==> config.mk <==
export PLATFORM = sky130hd
export DESIGN_NAME = clkgen_top
export DESIGN_NICKNAME = d
export VERILOG_FILES = /design/src/logic/clkgen_pkg.sv /design/src/logic/drp_if.sv /design/src/logic/chan_cfg_if.sv /design/src/logic/clkgen_ctrl.sv /design/src/logic/lock_monitor.sv /design/src/logic/clk_divider.sv /design/src/logic/clkgen_top.sv
export SDC_FILE = /design/constraint.sdc
export NUM_CORES = 1
export LEC_CHECK = 0
export ABC_AREA = 0
export BUFFER_PORTS_ARGS = -buffer_cell sky130_fd_sc_hd__clkbuf_2
export CAP_MARGIN = 20
export CORE_MARGIN = 10
export CORE_UTILIZATION = 25
export CTS_CLUSTER_SIZE = 12
export DETAILED_ROUTE_END_ITERATION = 8
export HOLD_SLACK_MARGIN = 0.06
export SETUP_SLACK_MARGIN = 0.1
export SYNTH_ARGS = -nofsm -noshare
export SYNTH_HDL_FRONTEND = slang
export SYNTH_HIERARCHICAL = 1
export SYNTH_SLANG_ARGS = --single-unit
export TNS_END_PERCENT = 20
==> constraint.sdc <==
create_clock -name CLKIN1 -period 5.9 [get_ports CLKIN1]
set_clock_uncertainty 0.05 [all_clocks]
set_input_delay 1.77 -clock CLKIN1 [delete_from_list [all_inputs] [get_ports CLKIN1]]
set_output_delay 1.77 -clock CLKIN1 [all_outputs]
set_load 0.01 [all_outputs]
==> src/logic/clkgen_pkg.sv <==
// shared constants, register map and reconfiguration word types for the clock generator
`default_nettype none

package clkgen_pkg;

  // ####################
  // sizes
  // ####################
  localparam int NUM_CHANNELS = 4;
  localparam int LOCK_CYCLES  = 16;   // edges from lock loss to lock
  localparam int LOCK_CNT_W   = $clog2(LOCK_CYCLES + 1);
  localparam int ADDR_W       = 7;
  localparam int DATA_W       = 16;
  localparam int CNT_W        = 8;    // high, low and phase counts

  // ####################
  // register map
  // ####################
  localparam int ADDR_DIV_BASE   = 0; // divide regs at 0..3
  localparam int ADDR_PHASE_BASE = 4; // phase regs at 4..7
  localparam int NUM_REGS        = ADDR_PHASE_BASE + NUM_CHANNELS;
  localparam int REG_IDX_W       = $clog2(NUM_REGS);

  // divide view of a register word
  typedef struct packed {
    logic [CNT_W-1:0] high_m1;        // high count minus one
    logic [CNT_W-1:0] low_m1;         // low count minus one
  } div_cfg_t;

  // phase view of a register word
  typedef struct packed {
    logic                      enable;
    logic [DATA_W-CNT_W-2:0]   rsvd;  // kept as written
    logic [CNT_W-1:0]          phase; // offset in input cycles
  } phase_cfg_t;

  // one stored word, decoded by its address
  typedef union packed {
    div_cfg_t   div;
    phase_cfg_t ph;
  } drp_word_u;

  typedef logic [NUM_CHANNELS-1:0] chan_vec_t;

  // power-up contents
  localparam div_cfg_t   DIV_RESET   = '0;  // divide by two
  localparam phase_cfg_t PHASE_RESET = '{enable: 1'b1, rsvd: '0, phase: '0};

endpackage

`default_nettype wire

==> src/logic/drp_if.sv <==
// dynamic reconfiguration port bundle between the top level and the controller
`timescale 1ns/1ps
`default_nettype none

interface drp_if;
  import clkgen_pkg::*;

  logic              den;      // one access per cycle high
  logic              dwe;      // write when set
  logic [ADDR_W-1:0] daddr;
  logic [DATA_W-1:0] di;
  logic [DATA_W-1:0] do_data;  // valid with drdy on reads
  logic              drdy;     // one cycle after den

  // top-level side
  modport host (
    output den, dwe, daddr, di,
    input  do_data, drdy
  );

  // register file side
  modport controller (
    input  den, dwe, daddr, di,
    output do_data, drdy
  );

endinterface

`default_nettype wire

==> src/logic/chan_cfg_if.sv <==
// configuration of one output channel from the controller to its divider
`timescale 1ns/1ps
`default_nettype none

interface chan_cfg_if;
  import clkgen_pkg::*;

  logic [CNT_W-1:0] high_m1;  // high count minus one
  logic [CNT_W-1:0] low_m1;   // low count minus one
  logic [CNT_W-1:0] phase;    // cycles to wait after lock
  logic             enable;

  modport source (
    output high_m1, low_m1, phase, enable
  );

  modport sink (
    input high_m1, low_m1, phase, enable
  );

endinterface

`default_nettype wire

==> src/logic/clkgen_ctrl.sv <==
// channel register file behind the reconfiguration port, flags every mapped write
`timescale 1ns/1ps
`default_nettype none

module clkgen_ctrl (
  input  logic       CLKIN1,
  input  logic       reset,
  drp_if.controller  drp,
  chan_cfg_if.source cfg [clkgen_pkg::NUM_CHANNELS],
  output logic       reconfig
);
  import clkgen_pkg::*;

  drp_word_u            regs [NUM_REGS];
  logic                 mapped;
  logic [REG_IDX_W-1:0] idx;
  logic [DATA_W-1:0]    rdata;

  // ####################
  // address decode
  // ####################
  assign mapped = (drp.daddr < ADDR_W'(NUM_REGS));
  assign idx    = drp.daddr[REG_IDX_W-1:0];

  // unmapped reads return zero
  always_comb
  begin
    rdata = '0;
    if (mapped)
      rdata = regs[idx];
  end

  // lock restarts on any mapped write
  assign reconfig = drp.den & drp.dwe & mapped;

  // ####################
  // register file
  // ####################
  always_ff @(posedge CLKIN1 or posedge reset)
  begin
    if (reset)
    begin
      for (int c = 0; c < NUM_CHANNELS; c++)
      begin
        regs[ADDR_DIV_BASE + c].div  <= DIV_RESET;
        regs[ADDR_PHASE_BASE + c].ph <= PHASE_RESET;
      end
    end
    else if (reconfig)
    begin
      regs[idx] <= drp.di;  // raw word, view picked on use
    end
  end

  // handshake
  always_ff @(posedge CLKIN1 or posedge reset)
  begin
    if (reset)
      drp.drdy <= 1'b0;
    else
      drp.drdy <= drp.den;
  end

  // read data holds between accesses
  always_ff @(posedge CLKIN1)
  begin
    if (drp.den)
      drp.do_data <= rdata;
  end

  // ####################
  // channel views
  // ####################
  for (genvar c = 0; c < NUM_CHANNELS; c++)
  begin : g_cfg
    assign cfg[c].high_m1 = regs[ADDR_DIV_BASE + c].div.high_m1;
    assign cfg[c].low_m1  = regs[ADDR_DIV_BASE + c].div.low_m1;
    assign cfg[c].phase   = regs[ADDR_PHASE_BASE + c].ph.phase;
    assign cfg[c].enable  = regs[ADDR_PHASE_BASE + c].ph.enable;
  end

  // back-to-back drdy only after back-to-back den
  a_drdy_pairs: assert property (@(posedge CLKIN1) disable iff (reset)
    drp.drdy && $past(drp.drdy) |-> $past(drp.den) && $past(drp.den, 2));

  // no accesses while the block is held in reset
  a_no_den_in_reset: assert property (@(posedge CLKIN1)
    reset |-> !drp.den);

endmodule

`default_nettype wire

==> src/logic/lock_monitor.sv <==
// lock counter that drops lock on reconfiguration and regains it after a fixed count
`timescale 1ns/1ps
`default_nettype none

module lock_monitor (
  input  logic CLKIN1,
  input  logic reset,
  input  logic reconfig,
  output logic locked
);
  import clkgen_pkg::*;

  logic [LOCK_CNT_W-1:0] lock_cnt;

  // ####################
  // down-counter
  // ####################
  always_ff @(posedge CLKIN1 or posedge reset)
  begin
    if (reset)
    begin
      lock_cnt <= LOCK_CNT_W'(LOCK_CYCLES);
    end
    else if (reconfig)
    begin
      lock_cnt <= LOCK_CNT_W'(LOCK_CYCLES);  // restart, even mid-count
    end
    else if (lock_cnt != '0)
    begin
      lock_cnt <= lock_cnt - 1'b1;
    end
  end

  // holds at zero until the next reconfig
  assign locked = (lock_cnt == '0);

  // lock is only lost through a mapped write
  a_lock_drop: assert property (@(posedge CLKIN1) disable iff (reset)
    $fell(locked) |-> $past(reconfig));

endmodule

`default_nettype wire

==> src/logic/clk_divider.sv <==
// one output channel generating a phase delay and then a high/low level pattern
`timescale 1ns/1ps
`default_nettype none

module clk_divider (
  input  logic       CLKIN1,
  input  logic       reset,
  input  logic       locked,
  chan_cfg_if.sink   cfg,
  output logic       level
);
  import clkgen_pkg::*;

  logic [CNT_W-1:0] phase_cnt;  // edges waited since lock
  logic [CNT_W-1:0] seg_cnt;    // position in current high or low run
  logic [CNT_W-1:0] seg_end;
  logic             running;    // offset done
  logic             level_q;

  // last count of the current run
  assign seg_end = level_q ? cfg.high_m1 : cfg.low_m1;

  // ####################
  // phase and run counters
  // ####################
  always_ff @(posedge CLKIN1 or posedge reset)
  begin
    if (reset)
    begin
      phase_cnt <= '0;
      seg_cnt   <= '0;
      running   <= 1'b0;
      level_q   <= 1'b0;
    end
    else if (!locked || !cfg.enable)
    begin
      phase_cnt <= '0;
      seg_cnt   <= '0;
      running   <= 1'b0;
      level_q   <= 1'b0;
    end
    else if (!running)
    begin
      if (phase_cnt == cfg.phase)
      begin
        running <= 1'b1;  // first high run starts here
        level_q <= 1'b1;
        seg_cnt <= '0;
      end
      else
      begin
        phase_cnt <= phase_cnt + 1'b1;
      end
    end
    else if (seg_cnt == seg_end)
    begin
      level_q <= !level_q;
      seg_cnt <= '0;
    end
    else
    begin
      seg_cnt <= seg_cnt + 1'b1;
    end
  end

  // lock loss takes effect in the same cycle
  assign level = level_q & locked;

  // channel also stays low in the first cycle after lock returns
  a_low_unlocked: assert property (@(posedge CLKIN1) disable iff (reset)
    !locked |=> !level);

endmodule

`default_nettype wire

==> src/logic/clkgen_top.sv <==
// clock generator top level joining the controller, the lock counter and four channels
`timescale 1ns/1ps
`default_nettype none

module clkgen_top (
  input  logic                           CLKIN1,
  input  logic                           reset,
  input  logic                           DEN,
  input  logic                           DWE,
  input  logic [clkgen_pkg::ADDR_W-1:0]  DADDR,
  input  logic [clkgen_pkg::DATA_W-1:0]  DI,
  output logic [clkgen_pkg::DATA_W-1:0]  DO,
  output logic                           DRDY,
  output logic                           LOCKED,
  output clkgen_pkg::chan_vec_t          CLKOUT
);
  import clkgen_pkg::*;

  logic reconfig;
  logic locked;

  drp_if      drp_bus ();
  chan_cfg_if cfg_bus [NUM_CHANNELS] ();

  // ####################
  // reconfiguration port
  // ####################
  assign drp_bus.den   = DEN;
  assign drp_bus.dwe   = DWE;
  assign drp_bus.daddr = DADDR;
  assign drp_bus.di    = DI;
  assign DO            = drp_bus.do_data;
  assign DRDY          = drp_bus.drdy;
  assign LOCKED        = locked;

  clkgen_ctrl ctrl_i (
    .CLKIN1   (CLKIN1),
    .reset    (reset),
    .drp      (drp_bus),
    .cfg      (cfg_bus),
    .reconfig (reconfig)
  );

  lock_monitor lock_i (
    .CLKIN1   (CLKIN1),
    .reset    (reset),
    .reconfig (reconfig),
    .locked   (locked)
  );

  // ####################
  // output channels
  // ####################
  for (genvar c = 0; c < NUM_CHANNELS; c++)
  begin : g_chan
    clk_divider div_i (
      .CLKIN1 (CLKIN1),
      .reset  (reset),
      .locked (locked),
      .cfg    (cfg_bus[c]),
      .level  (CLKOUT[c])
    );
  end

endmodule

`default_nettype wire

==> run metrics, run 1 <==
worst rel slew slack=0.376; Mapped Area=12200 um2; met3 Track Usage GR=0.0214; DR DRC count=0; clk buf depth=3; vias in the first global route=7399; Post-synth EDFFs=16; GPL Wtd Cong=0.838; area grow syn2layout=8.52%; status=finished clean; Synth Warn #=6; busiest layer in global routing=met2; maximum clock frequency=218 MHz; worst r2r src=lock_i/lock_cnt[0]; initial antenna violation count=6; Overall Global Routing Usage=0.101; DP HPWL=21600 um; Pleak=5.87 nW; power per cell area=286 nW/um2; grt met2 use=0.159; Crit path required time=4.08 ns; row cnt=80; M1 GR Usage=0.139; number of library cell types mapped by synthesis=47; CP max FO=13; maxcap violations=0; CTS sink cnt=222; asr flop ratio synth=0.928; Filler Cells Inserted=4908; CTS root buffer=clkbuf_16; Hold Startpoint=ctrl_i/regs[57]; vias post-DR=7293; first-pass GRT wire length=45700 um; RSZ-0062 raised after global routing=no; number of I/O pins=49; hold_buf cts=0; Worst-Skew Late Latency=0.54 ns; post-route ant nets=0; Die Span Y=241 um; PostCTS Resize Cnt=0; pin count of the biggest net entering global routing=70; Hold Path Class=reg2reg; post-synthesis instance total=1006; Vias/cell=4.58; Num CTS Buffers=26; CP Launch Type=flop; Main synth FF type=dfrtp_1; Setup TNS=0 ns; Port Buffers=48; Place WS=1.79 ns; H-Tree Depth=1; Die ar.=58200 um2; clock period minus worst slack=4.58 ns; TritonCTS clock tree=built; final max-slew violation count=0; share of cells above drive strength 1=0.285; fin nets=992; Final Setup Violations=0; ANT cells=0; starting density of the core=0.255; flops & latches, synth=222; Syn Nets=1042; WP data arrival=2.76 ns; maximum vdd drop=0.242 mV; setup bufs post-CTS=0; hold slack=0.459 ns; Critical Path Start=lock_i/lock_cnt[0]; WS Path Type=reg2out; period utilization=0.776; Hold Vio Cnt, Final=0; Horiz. Die Dim=241 um; Slew @ Worst Pin=0.934 ns; sequential-to-total area share from yosys stat=0.461; Syn Area/Cell=12.2 um2; post-route setup slack=1.32 ns; crit end category=primary output; DR WL/cell=18.6 um; Core Region=48000 um2; clock slew at reported path FFs=0.06 ns; total gr overflow=0; Initial DRC Count=531; drt first pass iters=5; Total Wirelength=29500 um
[sequential cells by signal, summed over array words and instances (netlist names)]
register / count
g_chan.div_i/level_q: 4
ctrl_i/cfg.enable: 4
g_chan.div_i/running: 4
lock_i/lock_cnt: 5
ctrl_i/cfg.phase: 32
ctrl_i/regs: 28
g_chan.div_i/seg_cnt: 32
ctrl_i/drp.do_data: 16
ctrl_i/cfg.low_m1: 32
ctrl_i/cfg.high_m1: 32
g_chan.div_i/phase_cnt: 32
ctrl_i/drp.drdy: 1
[cells by family after synthesis]
family	count (synthesis)	synth area share
AND/OR/NAND/NOR	206	0.109
buffers and inverters	143	0.0839
flip-flops	222	0.461
multiplexers	228	0.200
adder cells (fa/ha/maj)	9	0.00921
AO/OA/AOI/OAI	81	0.0528
XOR/XNOR	117	0.0838
[cells in the final DEF (no fill, tap or decap), drive strengths merged, types with 4 or more instances in the layout]
master,Yosys,routed
clkinv,0,5
and2,8,8
nor2b,4,4
and3,9,9
dfstp,5,5
nor4,21,21
xor2,56,56
o21a,16,16
a21oi,10,10
mux2,128,128
a22o,4,4
o22ai,32,32
xnor2,61,61
nor3b,4,4
mux2i,100,100
nor2,83,83
bufinv,0,4
buf,116,4
a31o,4,4
nor3,12,12
clkbuf,13,85
a32o,4,4
dfrtp,201,201
ha,9,9
nand2,23,23
inv,14,14
edfxtp,16,16
nand4,24,24
a31oi,4,4
nand3,9,9
a211oi,5,5
[synthesized netlist by cell type (all sizes together) (12+ instances only)]
cell type | n | area (um2)
xnor2 | 61 | 534
nand2 | 23 | 86.3
clkbuf | 13 | 48.8
mux2 | 128 | 1440
o21a | 16 | 120
dfrtp | 201 | 5030
nand4 | 24 | 150
buf | 116 | 925
xor2 | 56 | 490
mux2i | 100 | 1000
nor2 | 83 | 312
inv | 14 | 52.6
o22ai | 32 | 200
nor4 | 21 | 337
nor3 | 12 | 150
edfxtp | 16 | 480
[final timing paths]
kind                            slack [ns]                         end  cells after the start
worst min register to register        0.46             ctrl_i/regs[57]                      1
worst max register to register        2.52  g_chan[1].div_i/seg_cnt[5]                      9
worst min-delay path                  0.46             ctrl_i/regs[57]                      1
worst max-delay path                  1.32                   CLKOUT[3]                      6
max in group asynchronous             3.42        ctrl_i/cfg[1].enable                      3
min in group asynchronous             1.28          lock_i/lock_cnt[1]                      2
[power breakdown]
group / switching (mW) / internal, mW / leakage, nW
Sequential: 0.0608 / 1.61 / 2.99
Clock: 0.647 / 1.11 / 0.474
Combinational: 0.229 / 0.149 / 2.40
Total: 0.937 / 2.86 / 5.87
[stage by stage]
| step | utilization | power [mW] | std cells | instance area [um2] |
|---|---|---|---|---|
| final | 0.276 | 3.80 | 1591 | 13300 |
| after global routing | 0.276 | 3.96 | 1591 | 13300 |
| after CTS | 0.276 | 3.84 | 1591 | 13300 |
| after detailed placement | 0.256 | 2.08 | 1543 | 12300 |
| after global placement | 0.256 | 2.06 | 1543 | 12300 |
| after floorplan | - | 1.99 | 1006 | 12200 |
[worst max-delay path: stages (launching register included)]
cell and delay [ns]:
dfrtp_1 0.40, inv_1 0.07, ha_1 0.22, or4b_1 0.57, inv_1 0.54, and2_1 0.26, clkbuf_2 0.15
[final cells by class]
class	instances	area, um2	share of cell area
clock buffer	38	796	0.0600
tap	615	769	0.0580
inverter	14	55.1	0.00415
clock inverter	10	164	0.0124
timing repair buffer	51	278	0.0209
sequential	222	5640	0.425
multi-input combinational	641	5570	0.419
[per-layer routing]
layer,part of all wire,vias up
met5,0.0024,-
met4,0.017,12
met3,0.048,48
met2,0.46,135
met1,0.47,3731
li1,-,3367
(Power assumes the default switching activity.)
==> inputs of run 2 (changes only) <==
ABC_AREA = 1   (was 0)
clock period = 4 ns   (was 5.9 ns; I/O delays follow)
==> run 2 against run 1 <==
  * Non-clock buffer count increased by 9
  * Register-to-register slack got worse by 1.0 ns
  * Final cell count increased by 55%
  * Die area increased by 9.0%
  * Highest routed layer unchanged
  * Sequential power increased by 57%
  * Flip-flop and latch count unchanged
  * Worst hold slack got worse by 0.028 ns
==> run metrics, run 2 <==
Hold Startpoint=lock_i/lock_cnt[0] (was ctrl_i/regs[57]); Total Wirelength=36200 um (was 29500 um); Port Buffers=48 (unchanged); fin nets=1793 (was 992); CP Launch Type=flop (unchanged); Die Span Y=252 um (was 241 um); Num CTS Buffers=27 (was 26); most numerous cell in the Yosys netlist=nand2_1 (was dfrtp_1); maximum vdd drop=0.287 mV (was 0.242 mV); Psw=1.78 mW (was 937 uW); maximum clock frequency=291 MHz; internal power=4.10 mW (was 2.86 mW); Crit path required time=2.75 ns (was 4.08 ns); final max-slew violation count=0 (unchanged); post-synthesis instance total=1831 (was 1006); post-synth top area cell=dfrtp_1 (unchanged); drt first pass iters=6 (was 5); period utilization=0.858; Mapped Area=13400 um2 (was 12200 um2); Overall Global Routing Usage=0.113 (was 0.101); number of I/O pins=49 (unchanged); commonest non-fill, non-tap cells in the layout=nand2_1 (622), inv_1 (260), dfrtp_1 (201) (was dfrtp_1 (201), mux2_2 (128), mux2i_1 (100)); Worst-Skew Late Latency=0.54 ns (about the same); flops & latches, synth=222 (unchanged); sequential group share of total power=0.445 (was 0.439); setup bufs post-CTS=0 (unchanged); Critical Path Start=lock_i/lock_cnt[0] (unchanged); Slew @ Worst Pin=0.765 ns (was 0.934 ns); pin count of the biggest net entering global routing=69 (was 70); Placed Area=13500 um2 (was 12300 um2); Core Region=52900 um2 (was 48000 um2); Initial DRC Count=1176 (was 531); share of cells above drive strength 1=0.105 (was 0.285); Clk pwr share=0.396 (was 0.462); DP HPWL=26600 um (was 21600 um); synth top area cells=dfrtp_1 (37%), nand2_1 (17%), inv_1 (7.3%), buf_4 (6.0%), nand3_1 (4.3%) (was dfrtp_1 (41%), mux2_2 (12%), mux2i_1 (8.2%), buf_4 (5.9%), xnor2_1 (4.4%)); Pleak=7.26 nW (was 5.87 nW); Horiz. Die Dim=252 um (was 241 um); number of library cell types mapped by synthesis=28 (was 47); clock slew at reported path FFs=0.06 ns (about the same); worst rel slew slack=0.489 (was 0.376); reg-to-reg setup timing slack=1.48 ns (was 2.52 ns); crit end category=primary output (unchanged); Sw Share=0.303 (was 0.246); DR DRC count=0 (unchanged); ANT cells=0 (unchanged); status=finished clean (unchanged); vias post-DR=10900 (was 7293); most common library cell in the layout ignoring fill and taps=nand2_1 (was dfrtp_1); XOR/XNOR Fraction of Synth Area=0.0502 (was 0.0838); CTS root buffer=clkbuf_16 (unchanged); Synth Warn #=6 (unchanged); Hold Path Class=reg2reg (unchanged); Yosys top cell area share=0.375 (was 0.411); hold_buf cts=0 (unchanged); Gate power share=0.160 (was 0.099); initial antenna violation count=3 (was 6); Filler Cells Inserted=5744 (was 4908); Final Setup Violations=0 (unchanged); RSZ-0062 raised after global routing=no (unchanged); vias in the first global route=10200 (was 7399); clk buf depth=3 (unchanged); post-route ant nets=0 (unchanged); Vias/cell=4.42 (was 4.58); WP data arrival=2.18 ns (was 2.76 ns); GPL Wtd Cong=0.882 (was 0.838); Compound-Gate Fraction of Synth Area=0.0649 (was 0.0528); Syn Nets=1867 (was 1042); CP max FO=9 (was 13); CTS sink cnt=222 (unchanged); power per cell area=410 nW/um2 (was 286 nW/um2); Syn Area/Cell=7.33 um2 (was 12.2 um2); worst r2r src=lock_i/lock_cnt[0] (unchanged); row cnt=84 (was 80); maxcap violations=0 (unchanged); Post-Place Cells=2416 (was 1543); clock period minus worst slack=3.43 ns; Post-synth top cells=nand2_1 (622), inv_1 (262), dfrtp_1 (201), nand3_1 (116), o21ai_0 (114) (was dfrtp_1 (201), mux2_2 (128), mux2i_1 (100), buf_4 (96), nor2_1 (83)); area grow syn2layout=7.10% (was 8.52%); Setup TNS=0 ns (unchanged); mux contribution to synthesized area=0 (was 0.200); WS Path Type=reg2out (unchanged); PostCTS Resize Cnt=0 (unchanged); total gr overflow=0 (unchanged); Hold Vio Cnt, Final=0 (unchanged); Main synth FF type=dfrtp_1 (unchanged); sequential-to-total area share from yosys stat=0.420 (was 0.461); first-pass GRT wire length=57800 um (was 45700 um); Post-Synth Adder-Cell Area=0.00839 (was 0.00921); Layout Cells excl Fill=2466 (was 1591); asr flop ratio synth=0.928 (unchanged); final instance area=14400 um2 (was 13300 um2); largest family of logic cells by synthesized area=simple AND/OR/NAND/NOR gates (was multiplexers); Post-synth EDFFs=16 (unchanged); Synth Area in Simple Gates=0.296 (was 0.109); Die ar.=63400 um2 (was 58200 um2); starting density of the core=0.254 (was 0.255); H-Tree Depth=1 (unchanged); TritonCTS clock tree=built (unchanged); DR WL/cell=14.7 um (was 18.6 um)
run 2: cell types whose count changed after synthesis, sizes merged, moves of 8 or more:
cell,previous run,this run
o22ai,32,8
mux2i,100,0
inv,14,274
nand2,23,660
nand3,9,122
xnor2,61,40
and2,8,0
o21a,16,0
and3,9,0
xor2,56,37
nor4,21,0
mux2,128,0
o21ai,0,160
buf,116,156
run 2: worst max-delay path, stage by stage, from the launching register on:
cell	delay, ns
dfrtp_1	0.38
inv_1	0.12
ha_1	0.26
nand3_4	0.13
inv_2	0.37
nand2_1	0.17
inv_1	0.08
clkbuf_2	0.13
run 2: routing by layer:
metal / vias to the layer above / wire length (um) / share of wire / track usage
met5: - / 47 / 0.0013 / 0
met4: 6 / 649 / 0.018 / 0.0265
met3: 48 / 3520 / 0.097 / 0.0331
met2: 348 / 14800 / 0.41 / 0.164
met1: 5108 / 17100 / 0.47 / 0.161
li1: 5383 / - / - / -
run 2: power groups by stage:
stage / Clock [mW] / Combinational [mW] / Sequential, mW
floorplan: 0 / 0.841 / 2.57
global placement: 0 / 0.922 / 2.65
detailed placement: 0 / 0.940 / 2.66
CTS: 2.39 / 0.946 / 2.62
global route: 2.50 / 1.09 / 2.64
finish: 2.33 / 0.939 / 2.62
run 2: final timing paths:
path                                              end  depth (start not counted)
max                                         CLKOUT[0]                          7
min                                lock_i/lock_cnt[0]                          2
max reg2reg                g_chan[3].div_i/seg_cnt[6]                         10
min reg2reg                        lock_i/lock_cnt[0]                          2
max in group asynchronous        ctrl_i/cfg[3].enable                          3
min in group asynchronous          lock_i/lock_cnt[1]                          2
run 2: cell families after synthesis:
kind of cell | count (synthesis)
buf+inv | 438
xor+xnor | 77
flops | 222
fa+ha+maj | 9
simple gates | 913
compound gates | 172
run 2: cell type report:
cell class	instances	area, um2	area share
flip-flops and latches	222	5640	0.392
multi-input cells	1171	5630	0.391
inverters	275	1040	0.0721
well taps	688	861	0.0599
clock buffers	42	802	0.0558
repair buffers	60	368	0.0256
clock inverters	8	43.8	0.00305
run 2: metrics by stage:
step | total power, mW | hold WS, ns | utilization | worst slack (ns)
final | 5.89 | 0.430 | 0.272 | 0.567
after global routing | 6.22 | 0.451 | 0.272 | 0.352
after CTS | 5.96 | 0.429 | 0.272 | 0.481
after detailed placement | 3.60 | 0.417 | 0.256 | 1.00
after global placement | 3.58 | 0.406 | 0.256 | 1.08
after floorplan | 3.41 | 0.392 | - | 1.16
==> inputs of run 3 (changes only) <==
GPL_TIMING_DRIVEN = 0   (was not set)
==> run 3 against run 2 <==
  * Count of clock-buffer cells in the layout shrank 3
  * Global-route usage grew 0.92 points
  * Worst hold slack lost 0.014 ns
  * Register-to-register slack lost 0.03 ns
  * Sequential power shrank 2%
  * Clock power grew 6%
  * First-iteration DRC count shrank 26%
  * Sequential share of layout area shrank 2.6 points
  * Die area is the same
  * Via count grew 6.2%
  * Critical path depth is the same
  * Flip-flop and latch count is the same
  * Largest cell class unchanged
  * Highest routed layer unchanged
==> run metrics, run 3 (synthesis gave the netlist of run 2 again) <==
status=finished clean (unchanged); Port Buffers=32 (was 48); R2R depth=10 (unchanged); hold depth=2 (unchanged); Placed Area=14500 um2 (was 13500 um2); post-route setup slack=0.578 ns (was 0.567 ns); internal power=4.34 mW (was 4.10 mW); Min-Delay Endpoint=lock_i/lock_cnt[4] (was lock_i/lock_cnt[0]); commonest non-fill, non-tap cells in the layout=nand2_1 (622), inv_1 (261), dfrtp_1 (201) (was nand2_1 (622), inv_1 (260), dfrtp_1 (201)); Sw Share=0.299 (was 0.303); hold slack=0.417 ns (was 0.430 ns); reg-to-reg setup timing slack=1.45 ns (was 1.48 ns); setup bufs post-CTS=0 (unchanged); Post-Place Cells=2554 (was 2416); row cnt=84 (unchanged); maxcap violations=0 (unchanged); Finished Core Util=0.291 (was 0.272); post-route ant nets=0 (unchanged); maximum vdd drop=0.293 mV (was 0.287 mV); Clk pwr share=0.399 (was 0.396); Filler Cells Inserted=5727 (was 5744); Gate power share=0.187 (was 0.160); Overall Global Routing Usage=0.122 (was 0.113); RSZ-0062 raised after global routing=no (unchanged); PostCTS Resize Cnt=0 (unchanged); final instance area=15400 um2 (was 14400 um2); TritonCTS clock tree=built (unchanged); GPL Wtd Cong=0.894 (was 0.882); CP max FO=9 (unchanged); area grow syn2layout=14.7% (was 7.10%); DP HPWL=29100 um (was 26600 um); clock slew at reported path FFs=0.06 ns (about the same); Place WS=1.02 ns (was 1.00 ns); Layout Cells excl Fill=2604 (was 2466); Psw=1.85 mW (was 1.78 mW); ANT cells=0 (unchanged); Horiz. Die Dim=252 um (unchanged); first-pass GRT wire length=62000 um (was 57800 um); Slew @ Worst Pin=0.894 ns (was 0.765 ns); worst rel slew slack=0.404 (was 0.489); Vias/cell=4.44 (was 4.42); vias in the first global route=11200 (was 10200); Pleak=7.87 nW (was 7.26 nW); RR Endpoint=g_chan[1].div_i/seg_cnt[0] (was g_chan[3].div_i/seg_cnt[6]); initial antenna violation count=3 (unchanged); Setup TNS=0 ns (unchanged); Crit path required time=2.75 ns (about the same); H-Tree Depth=1 (unchanged); Hold Vio Cnt, Final=0 (unchanged); power per cell area=402 nW/um2 (was 410 nW/um2); most common library cell in the layout ignoring fill and taps=nand2_1 (unchanged); starting density of the core=0.254 (unchanged); DR WL/cell=15.1 um (was 14.7 um); pin count of the biggest net entering global routing=42 (was 69); sequential group share of total power=0.415 (was 0.445); vias post-DR=11600 (was 10900); WP data arrival=2.17 ns (was 2.18 ns); Pwr Total=6.19 mW (was 5.89 mW); CP Launch Type=flop (unchanged); fin nets=1931 (was 1793); Die ar.=63400 um2 (unchanged); Die Span Y=252 um (unchanged); CTS root buffer=clkbuf_16 (unchanged); share of cells above drive strength 1=0.166 (was 0.105); WS Path Type=reg2out (unchanged); Core Region=52900 um2 (unchanged); Hold Path Class=reg2reg (unchanged); clk buf depth=3 (unchanged); worst r2r src=lock_i/lock_cnt[0] (unchanged); final max-slew violation count=0 (unchanged); hold_buf cts=0 (unchanged); period utilization=0.855 (was 0.858); clock period minus worst slack=3.42 ns (was 3.43 ns); Num CTS Buffers=27 (unchanged); Worst-Skew Late Latency=0.54 ns (about the same); DR DRC count=0 (unchanged); number of I/O pins=49 (unchanged); Final Setup Violations=0 (unchanged); Initial DRC Count=869 (was 1176); drt first pass iters=5 (was 6); CTS sink cnt=222 (unchanged); Hold Startpoint=lock_i/lock_cnt[4] (was lock_i/lock_cnt[0]); total gr overflow=0 (unchanged); crit end category=primary output (unchanged); Total Wirelength=39200 um (was 36200 um); maximum clock frequency=292 MHz (was 291 MHz)
run 3: per-layer routing:
layer,wire (um),up-vias,track usage
li1,-,5656,-
met1,18300,5460,0.170
met2,16200,394,0.181
met3,3960,52,0.0387
met4,806,6,0.0275
met5,39,-,0
run 3: critical path: stages (launching register included):
cell,delay (ns)
dfrtp_1,0.38
inv_1,0.11
ha_1,0.28
nand3_4,0.13
inv_2,0.36
nand2_1,0.17
inv_1,0.08
clkbuf_2,0.13
run 3: cell type report:
| class | count | area, um2 | share of cell area |
|---|---|---|---|
| buffer | 163 | 1120 | 0.0730 |
| clock buffer | 39 | 781 | 0.0507 |
| clock inverter | 11 | 114 | 0.00739 |
| inverter | 275 | 1040 | 0.0673 |
| multi-input combinational | 1171 | 5630 | 0.365 |
| sequential | 222 | 5640 | 0.366 |
| tap | 688 | 861 | 0.0559 |
| timing repair buffer | 35 | 220 | 0.0143 |
run 3: worst max path at each step:
stage               slack, ns                  endpoint               start  cells past startpoint
detailed placement       1.02     ctrl_i/drp.do_data[0]            DADDR[0]                      9
floorplan                1.16  ctrl_i/cfg[0].high_m1[0]               reset                      1
CTS                      0.49                 CLKOUT[2]  lock_i/lock_cnt[0]                      7
finish                   0.58                 CLKOUT[2]  lock_i/lock_cnt[0]                      7
global placement        -0.05    ctrl_i/cfg[3].phase[4]               reset                      2
global route             0.41                 CLKOUT[2]  lock_i/lock_cnt[0]                      7
run 3: power groups by stage:
| stage | combinational [mW] | clock [mW] | sequential [mW] |
|---|---|---|---|
| 2_1_floorplan | 0.841 | 0 | 2.57 |
| 4_1_cts | 1.15 | 2.53 | 2.57 |
| 3_5_place_dp | 1.15 | 0 | 2.60 |
| 3_3_place_gp | 1.12 | 0 | 2.60 |
| 5_1_grt | 1.30 | 2.62 | 2.59 |
| 6_report | 1.16 | 2.47 | 2.57 |
